`src/drp_pkg.sv`:
```
package drp_pkg;

  // ==========================================================================
  // dynamic reconfiguration port of the clock synthesizer
  // ==========================================================================

  localparam int ADDR_W = 7;
  localparam int DATA_W = 16;

  typedef logic [ADDR_W-1:0] drp_addr_t;
  typedef logic [DATA_W-1:0] drp_data_t;

  // one access where en is high for a single cycle
  typedef struct packed {
    logic      en;
    logic      we;    // 0 for a read
    drp_addr_t addr;
    drp_data_t di;
  } drp_req_t;

  typedef struct packed {
    logic      rdy;   // closes the access started by en
    drp_data_t dout;
  } drp_rsp_t;

  // read-modify-write of one register
  // a set mask bit keeps the bit already in the register
  typedef struct packed {
    drp_addr_t addr;
    drp_data_t mask;
    drp_data_t data;
  } drp_step_t;

endpackage

```
`src/clock_cfg_pkg.sv`:
```
package clock_cfg_pkg;

  // ==========================================================================
  // frequency settings and the register steps that select them
  // ==========================================================================

  localparam int STEPS = 4;  // registers touched per setting

  typedef logic [1:0] freq_idx_t;
  localparam freq_idx_t FREQ_RESERVED = 2'd3;

  typedef drp_pkg::drp_step_t [STEPS-1:0] cfg_seq_t;

  // high and low counts of output 0 and of the feedback divider
  typedef struct packed {
    logic [5:0] out0_high;
    logic [5:0] out0_low;
    logic [5:0] fb_high;
    logic [5:0] fb_low;
  } mmcm_setting_t;

  localparam drp_pkg::drp_addr_t REG_CLKOUT0_1 = 7'h08;
  localparam drp_pkg::drp_addr_t REG_CLKOUT0_2 = 7'h09;
  localparam drp_pkg::drp_addr_t REG_CLKFB_1   = 7'h14;
  localparam drp_pkg::drp_addr_t REG_CLKFB_2   = 7'h15;

  localparam drp_pkg::drp_data_t MASK_CNT_1 = 16'hF000;  // keep bits 15:12
  localparam drp_pkg::drp_data_t MASK_CNT_2 = 16'hFF00;  // keep bits 15:8

  // output 0 runs at k+3 high and low, feedback at 8+2k high and low
  function automatic cfg_seq_t table_seq(freq_idx_t k);
    logic [5:0] out_cnt;
    logic [5:0] fb_cnt;
    cfg_seq_t   seq;
    out_cnt = 6'(k) + 6'd3;
    fb_cnt  = 6'd8 + {3'b000, k, 1'b0};
    seq[0]  = '{addr: REG_CLKOUT0_1, mask: MASK_CNT_1, data: {4'h0, out_cnt, out_cnt}};
    seq[1]  = '{addr: REG_CLKOUT0_2, mask: MASK_CNT_2, data: 16'h0000};
    seq[2]  = '{addr: REG_CLKFB_1, mask: MASK_CNT_1, data: {4'h0, fb_cnt, fb_cnt}};
    seq[3]  = '{addr: REG_CLKFB_2, mask: MASK_CNT_2, data: 16'h0000};
    return seq;
  endfunction

endpackage

```
`src/freq_select.sv`:
```
`timescale 1ns/1ps

module freq_select (
  input  logic                     clk,
  input  logic                     rst_n,
  input  logic                     req,
  input  logic [1:0]               req_sel,
  input  logic                     busy,
  output logic                     sel_valid,
  output clock_cfg_pkg::freq_idx_t sel_idx,
  output logic                     rejected
);

  logic pending;  // accepted, but the sequencer has not raised busy yet
  logic accept;

  assign accept = req && !busy && !pending && (req_sel != clock_cfg_pkg::FREQ_RESERVED);

  always_ff @(posedge clk or negedge rst_n) begin
    if (!rst_n) begin
      sel_valid <= 1'b0;
      rejected  <= 1'b0;
      pending   <= 1'b0;
    end else begin
      sel_valid <= accept;
      rejected  <= req && !accept;  // busy, in flight, or reserved index
      if (accept) begin
        pending <= 1'b1;
      end else if (busy) begin
        pending <= 1'b0;
      end
    end
  end

  always_ff @(posedge clk) begin
    if (accept) begin
      sel_idx <= req_sel;
    end
  end

endmodule

```
`src/clock_rom.sv`:
```
`timescale 1ns/1ps

module clock_rom (
  input  logic                     clk,
  input  logic                     rst_n,
  input  logic                     sel_valid,
  input  clock_cfg_pkg::freq_idx_t sel_idx,
  output logic                     update,
  output clock_cfg_pkg::cfg_seq_t  seq
);

  // ==========================================================================
  // frequency table with one step sequence per legal index
  // ==========================================================================

  localparam clock_cfg_pkg::cfg_seq_t FREQ_TABLE [4] = '{
    clock_cfg_pkg::table_seq(2'd0),
    clock_cfg_pkg::table_seq(2'd1),
    clock_cfg_pkg::table_seq(2'd2),
    clock_cfg_pkg::table_seq(2'd3)   // the reserved index is never selected
  };

  always_ff @(posedge clk or negedge rst_n) begin
    if (!rst_n) begin
      update <= 1'b0;
    end else begin
      update <= sel_valid;
    end
  end

  // seq is held until the next accepted request so the sequencer
  // can walk it step by step
  always_ff @(posedge clk) begin
    if (sel_valid) begin
      seq <= FREQ_TABLE[sel_idx];
    end
  end

endmodule

```
`src/clock_drp.sv`:
```
`timescale 1ns/1ps

module clock_drp #(
  parameter int LOCK_TIMEOUT = 64
) (
  input  logic                    clk,
  input  logic                    rst_n,
  input  logic                    update,
  input  clock_cfg_pkg::cfg_seq_t seq,
  output drp_pkg::drp_req_t       drp_req,
  input  drp_pkg::drp_rsp_t       drp_rsp,
  output logic                    mmcm_rst,
  input  logic                    locked,
  output logic                    busy,
  output logic                    fault
);

  localparam int SW = $clog2(clock_cfg_pkg::STEPS);
  localparam int TW = $clog2(LOCK_TIMEOUT + 1);

  typedef enum logic [2:0] {
    S_IDLE,
    S_RD_REQ,
    S_RD_WAIT,
    S_WR_REQ,
    S_WR_WAIT,
    S_NEXT,
    S_LOCK
  } state_t;

  state_t             state;
  logic [SW-1:0]      step;
  logic [TW-1:0]      lock_timer;
  drp_pkg::drp_data_t rd_data;   // register value from the read half
  drp_pkg::drp_step_t cur;

  assign cur = seq[step];

  // ==========================================================================
  // DRP access with en only in the two request states
  // ==========================================================================

  always_comb begin
    drp_req.en   = (state == S_RD_REQ) || (state == S_WR_REQ);
    drp_req.we   = (state == S_WR_REQ);
    drp_req.addr = cur.addr;
    drp_req.di   = (rd_data & cur.mask) | (cur.data & ~cur.mask);
  end

  always_ff @(posedge clk) begin
    if (state == S_RD_WAIT && drp_rsp.rdy) begin
      rd_data <= drp_rsp.dout;
    end
  end

  // ==========================================================================
  // sequencer
  // ==========================================================================

  always_ff @(posedge clk or negedge rst_n) begin
    if (!rst_n) begin
      state      <= S_IDLE;
      step       <= '0;
      lock_timer <= '0;
      mmcm_rst   <= 1'b1;  // synthesizer held until the first configuration
      busy       <= 1'b0;
      fault      <= 1'b0;
    end else begin
      fault <= 1'b0;
      case (state)
        S_IDLE: begin
          if (update) begin
            state    <= S_RD_REQ;
            step     <= '0;
            mmcm_rst <= 1'b1;
            busy     <= 1'b1;
          end
        end
        S_RD_REQ:  state <= S_RD_WAIT;
        S_RD_WAIT: if (drp_rsp.rdy) state <= S_WR_REQ;
        S_WR_REQ:  state <= S_WR_WAIT;
        S_WR_WAIT: if (drp_rsp.rdy) state <= S_NEXT;
        S_NEXT: begin
          if (step == SW'(clock_cfg_pkg::STEPS - 1)) begin
            mmcm_rst   <= 1'b0;  // all registers are written so it may lock now
            lock_timer <= '0;
            state      <= S_LOCK;
          end else begin
            step  <= step + 1'b1;
            state <= S_RD_REQ;
          end
        end
        S_LOCK: begin
          if (locked) begin
            busy  <= 1'b0;
            state <= S_IDLE;
          end else if (lock_timer == TW'(LOCK_TIMEOUT - 1)) begin
            fault <= 1'b1;
            busy  <= 1'b0;
            state <= S_IDLE;
          end else begin
            lock_timer <= lock_timer + 1'b1;
          end
        end
        default: state <= S_IDLE;
      endcase
    end
  end

endmodule

```
`src/mmcm_drp_model.sv`:
```
`timescale 1ns/1ps

module mmcm_drp_model #(
  parameter int DRDY_LATENCY = 3,
  parameter int LOCK_CYCLES  = 16
) (
  input  logic                         clk,
  input  logic                         rst_n,
  input  drp_pkg::drp_req_t            drp_req,
  output drp_pkg::drp_rsp_t            drp_rsp,
  input  logic                         mmcm_rst,
  output logic                         locked,
  output clock_cfg_pkg::mmcm_setting_t setting
);

  localparam int CW = $clog2(LOCK_CYCLES + 1);

  drp_pkg::drp_data_t      regs [128];
  drp_pkg::drp_data_t      rd_q;
  logic [DRDY_LATENCY-1:0] rdy_pipe;  // one bit per cycle of access latency
  logic [CW-1:0]           lock_cnt;
  logic                    locked_q;

  // ==========================================================================
  // register file that is accessed when en is seen and answers later
  // ==========================================================================

  always_ff @(posedge clk or negedge rst_n) begin
    if (!rst_n) begin
      for (int i = 0; i < 128; i++) begin
        regs[i] <= 16'hA000 + 16'(i);  // power-up value
      end
    end else if (drp_req.en && drp_req.we) begin
      regs[drp_req.addr] <= drp_req.di;
    end
  end

  always_ff @(posedge clk) begin
    if (drp_req.en) begin
      rd_q <= regs[drp_req.addr];
    end
  end

  always_ff @(posedge clk or negedge rst_n) begin
    if (!rst_n) begin
      rdy_pipe <= '0;
    end else begin
      rdy_pipe <= (rdy_pipe << 1) | DRDY_LATENCY'(drp_req.en);
    end
  end

  assign drp_rsp.rdy  = rdy_pipe[DRDY_LATENCY-1];
  assign drp_rsp.dout = rd_q;

  // lock comes a fixed time after reset is released
  always_ff @(posedge clk or negedge rst_n) begin
    if (!rst_n) begin
      lock_cnt <= '0;
      locked_q <= 1'b0;
    end else if (mmcm_rst) begin
      lock_cnt <= '0;
      locked_q <= 1'b0;
    end else if (!locked_q) begin
      lock_cnt <= lock_cnt + 1'b1;
      locked_q <= (lock_cnt == CW'(LOCK_CYCLES - 1));
    end
  end

  assign locked = locked_q && !mmcm_rst;  // lost at once when reset rises

  assign setting.out0_high = regs[7'h08][11:6];
  assign setting.out0_low  = regs[7'h08][5:0];
  assign setting.fb_high   = regs[7'h14][11:6];
  assign setting.fb_low    = regs[7'h14][5:0];

endmodule

```
`src/clock_reconfig.sv`:
```
`timescale 1ns/1ps

module clock_reconfig #(
  parameter int DRDY_LATENCY = 3,
  parameter int LOCK_CYCLES  = 16,
  parameter int LOCK_TIMEOUT = 64
) (
  input  logic                         clk,
  input  logic                         rst_n,
  input  logic                         req,
  input  logic [1:0]                   req_sel,
  output logic                         busy,
  output logic                         locked,
  output logic                         rejected,
  output logic                         fault,
  output clock_cfg_pkg::mmcm_setting_t setting
);

  logic                     sel_valid;
  clock_cfg_pkg::freq_idx_t sel_idx;
  logic                     update;
  clock_cfg_pkg::cfg_seq_t  seq;
  drp_pkg::drp_req_t        drp_req;
  drp_pkg::drp_rsp_t        drp_rsp;
  logic                     mmcm_rst;

  // ==========================================================================
  // request check, table lookup, DRP sequencer, synthesizer
  // ==========================================================================

  freq_select i_freq_select (
    .clk       (clk),
    .rst_n     (rst_n),
    .req       (req),
    .req_sel   (req_sel),
    .busy      (busy),
    .sel_valid (sel_valid),
    .sel_idx   (sel_idx),
    .rejected  (rejected)
  );

  clock_rom i_clock_rom (
    .clk       (clk),
    .rst_n     (rst_n),
    .sel_valid (sel_valid),
    .sel_idx   (sel_idx),
    .update    (update),
    .seq       (seq)
  );

  clock_drp #(
    .LOCK_TIMEOUT (LOCK_TIMEOUT)
  ) i_clock_drp (
    .clk      (clk),
    .rst_n    (rst_n),
    .update   (update),
    .seq      (seq),
    .drp_req  (drp_req),
    .drp_rsp  (drp_rsp),
    .mmcm_rst (mmcm_rst),
    .locked   (locked),
    .busy     (busy),
    .fault    (fault)
  );

  mmcm_drp_model #(
    .DRDY_LATENCY (DRDY_LATENCY),
    .LOCK_CYCLES  (LOCK_CYCLES)
  ) i_mmcm (
    .clk      (clk),
    .rst_n    (rst_n),
    .drp_req  (drp_req),
    .drp_rsp  (drp_rsp),
    .mmcm_rst (mmcm_rst),
    .locked   (locked),
    .setting  (setting)
  );

endmodule

```
`config.mk`:
```
export PLATFORM = sky130hd
export DESIGN_NAME = clock_reconfig
export DESIGN_NICKNAME = d
export VERILOG_FILES = /design/src/drp_pkg.sv /design/src/clock_cfg_pkg.sv /design/src/freq_select.sv /design/src/clock_rom.sv /design/src/clock_drp.sv /design/src/mmcm_drp_model.sv /design/src/clock_reconfig.sv
export SDC_FILE = /design/constraint.sdc
export NUM_CORES = 1
export LEC_CHECK = 0
export BUFFER_PORTS_ARGS = -buffer_cell sky130_fd_sc_hd__buf_2
export CORE_UTILIZATION = 58
export DETAILED_ROUTE_END_ITERATION = 12
export GPL_TIMING_DRIVEN = 0
export PLACE_DENSITY = 0.79
export SYNTH_ARGS = -nofsm -noshare
export SYNTH_HDL_FRONTEND = slang
export SYNTH_SLANG_ARGS = --single-unit
```
`constraint.sdc`:
```
create_clock -name clk -period 2.2 [get_ports clk]
set_input_delay 0.44 -clock clk [delete_from_list [all_inputs] [get_ports clk]]
set_output_delay 0.44 -clock clk [all_outputs]
set_load 0.02 [all_outputs]
```
==> flow_summary.json <==
{
  "post_cts_buffers": 0,
  "endpoint_kind": "register",
  "grt_start_max_net_pins": 54,
  "crit_required_ps": 2400,
  "grt_pass1_wl_mm": 8.466,
  "synth_fa_ha_area_share_pct": 2.861,
  "htreeDepth": 3,
  "async_flop_share_pct": 77.94,
  "power_uw": 3991,
  "p_comb_share_pct": 32.3,
  "netlist-cell-type-count": 46,
  "gp_congestion": 0.7498,
  "fin_crit_ps": 1980,
  "num_rows": 26,
  "post_cts_resize_count": 0,
  "slew-limit-headroom_pct": 24.55,
  "crit_type": "reg -> reg",
  "synth_flop_cell": "dfrtp_1",
  "drive_gt1_share_pct": 31.82,
  "synth_edf_count": 15,
  "die_h_um": 74.66,
  "setup_violations": 0,
  "slew_viol_final": 0,
  "critPathLaunchType": "register",
  "ios": 33,
  "vias": 1955,
  "synth_compound_area_share_pct": 7.969,
  "hold_class": "in -> reg",
  "outcome": "complete, no violations",
  "synth_xor_area_share_pct": 1.716,
  "synthCells": 261,
  "yosys-mux-area-fraction_pct": 6.416,
  "tns_ps": 0,
  "wl_mm": 5.178,
  "antenna_found_initial": 0,
  "worst_clock_skew_ps": 10.10,
  "cts_sinks": 68,
  "path_clk_slew_ps": 70,
  "routed_via_density": 5.172,
  "irDropWorstVdd_mv": 0.6929,
  "areaGrowthSynthToFinish_pct": 13.61,
  "placedCellCount": 362,
  "core-area_um2": 5107,
  "wl_per_cell_um": 13.70,
  "initial_core_util_pct": 59.95,
  "fmax_ghz": 0.5050,
  "p_clk_share_pct": 22.6,
  "p_int_uw": 2609,
  "die-area_um2": 5573,
  "seq_area_frac_synth_pct": 58.19,
  "drtIter0Drc": 166,
  "tritoncts": "done",
  "die_x_um": 74.66,
  "clk_latency_ps": 340,
  "synth-simple-area-share_pct": 14.47,
  "io_buffers": 29,
  "avgSynthCellArea_um2": 11.73,
  "fin_crit_sh_pct": 90.00,
  "holdWs_ps": 295.9,
  "grt_setup_unrepaired": "false",
  "p_sw_share_pct": 34.63,
  "remaining_drc_errors": 0,
  "fin_cells": 378,
  "crit_fanout": 10,
  "clockBufferDepth": 2,
  "synth_top_family_by_area": "simple AND/OR/NAND/NOR gates",
  "p_leak_uw": 0.001663,
  "numCtsBuffers": 9,
  "ys_ff_latch": 68,
  "gr-total-overflow": 0,
  "ant_nets": 0,
  "hpwlAfterDp_mm": 3.567,
  "drv_cap": 0,
  "max_slew.worst_pin.slew_ps": 1132,
  "hold_viol": 0,
  "fin_nets": 315,
  "power_density_nw_per_um2": 1147,
  "grt_usage_pct": 21.16,
  "power_frac_seq_pct": 45.1,
  "yosysWarnings": 0,
  "cp_data_arrival_time_ps": 2180,
  "antennaDiodeCount": 0,
  "holdBufCountCts": 0,
  "grt_pass1_vias": 1784,
  "first_pass_iters": 4,
  "cts-root-buf": "clkbuf_8",
  "power.switching_uw": 1382,
  "netlist_area_um2": 3062
}
[registers in the layout (all words and copies together), names as in the netlist, 2 cells and up]
name and count:
i_mmcm.lock_cnt 5, i_clock_drp.state 3, i_clock_rom.seq 5, i_clock_drp.lock_timer 7
i_mmcm.setting 17, i_clock_drp.rd_data 4, i_clock_drp.step 2, i_freq_select.sel_idx 2
i_mmcm.rdy_pipe 3, i_mmcm.regs 8, i_mmcm.rd_q 4
[through the flow]
stage                     utilization, %  instance area (µm²)  setup WS (ps)
final                              68.10                 3478          219.9
after global routing               68.10                 3478          19.04
after CTS                          68.08                 3477          130.3
after detailed placement           64.65                 3302          138.6
after global placement             64.65                 3302          217.2
after floorplan                        -                 3069          553.1
[layout by cell type, fill, tap and decap left out, drive strengths merged, types with 2 or more instances in the layout]
cell type and n:
dfstp 4, xor2 3, nor3 3, a22o 2, a21oi 5, conb 3, mux4 4, edfxtp 15
clkbuf 12, clkinv 3, and3 3, and3b 3, nand2 30, inv 8, nand2b 6, nand3 8
mux2i 5, ha 7, o21ai 21, nor2 16, a31oi 3, dfrtp 49, nor2b 4, and2 3
nand4b 2, nor3b 2, buf 59, a21o 2, mux2 5, or2 3, xnor2 3, clkinvlp 2
[per-layer routing]
layer  track usage (%)  wire length [µm]
met1             29.56              2431
met4             9.224                68
met3             5.622               188
met2             31.53              2489
met5                 0                 0
[power by group through the flow]
stage,combinational (µW),sequential (µW),clock [µW]
floorplan,988,1780,0
global placement,1250,1810,0
detailed placement,1290,1820,0
CTS,1300,1800,921
global route,1440,1840,984
finish,1290,1800,902
[cell usage after synthesis (all sizes together), types with 3 or more instances]
library cell / n / area [µm²]
and3b: 3 / 27.53
nor3: 3 / 15.01
a31oi: 3 / 18.77
clkbuf: 3 / 11.26
edfxtp: 15 / 450.4
xor2: 3 / 26.28
or2: 3 / 18.77
dfstp: 4 / 105.1
nand3: 8 / 40.04
and3: 3 / 18.77
mux2i: 5 / 50.05
nand2: 30 / 112.6
nand2b: 6 / 45.04
mux4: 4 / 90.09
nor2b: 4 / 25.02
and2: 3 / 21.27
xnor2: 3 / 26.28
mux2: 5 / 56.30
a21oi: 5 / 25.02
inv: 6 / 22.52
ha: 7 / 87.58
buf: 30 / 219.0
nor2: 16 / 60.06
o21ai: 21 / 105.1
dfrtp: 49 / 1226
[layout make-up]
cell class / count / area [µm²]
Clock inverter: 7 / 51.30
Tap cell: 70 / 87.58
Sequential cell: 68 / 1782
Inverter: 6 / 22.52
Buffer: 33 / 231.5
Clock buffer: 9 / 123.9
Multi-Input combinational cell: 156 / 1035
Timing Repair Buffer: 29 / 145.1
Fill cell: 383 / 1629
[path summary, 6_finish.rpt]
check	start	endpoint	slack [ps]	cells past startpoint
max in group asynchronous	rst_n	i_freq_select.pending$_DFFE_PN0P_	1180	1
min in group asynchronous	rst_n	i_mmcm.setting[21]$_DFFE_PN0P_	320	1
max reg2reg	i_clock_drp.step[0]$_DFFE_PN0P_	i_mmcm.setting[23]$_DFFE_PN0P_	220	6
min	req_sel[0]	i_freq_select.sel_idx[0]$_DFFE_PP_	300	1
min reg2reg	i_mmcm.rdy_pipe[1]$_DFF_PN0_	i_mmcm.rdy_pipe[2]$_DFF_PN0_	350	0
max	i_clock_drp.step[0]$_DFFE_PN0P_	i_mmcm.setting[23]$_DFFE_PN0P_	220	6
[worst max-delay path, cell delays in order, from the launching register on]
cell and delay [ps]:
dfrtp_1 550, buf_2 300, inv_1 140, ha_1 220, nand2_1 140, clkbuf_1 350, o21ai_0 160
[cells by family (layout without fill, tap and decap cells)]
| group | after synthesis | in the layout |
|---|---|---|
| AO/OA/AOI/OAI | 40 | 40 |
| XOR/XNOR | 6 | 6 |
| adder cells (fa/ha/maj) | 7 | 7 |
| buffers and inverters | 39 | 84 |
| flip-flops | 68 | 68 |
| multiplexers | 14 | 14 |
| other | 1 | 3 |
| AND/OR/NAND/NOR | 86 | 86 |
No activity file was read; power rests on OpenSTA's default activity.
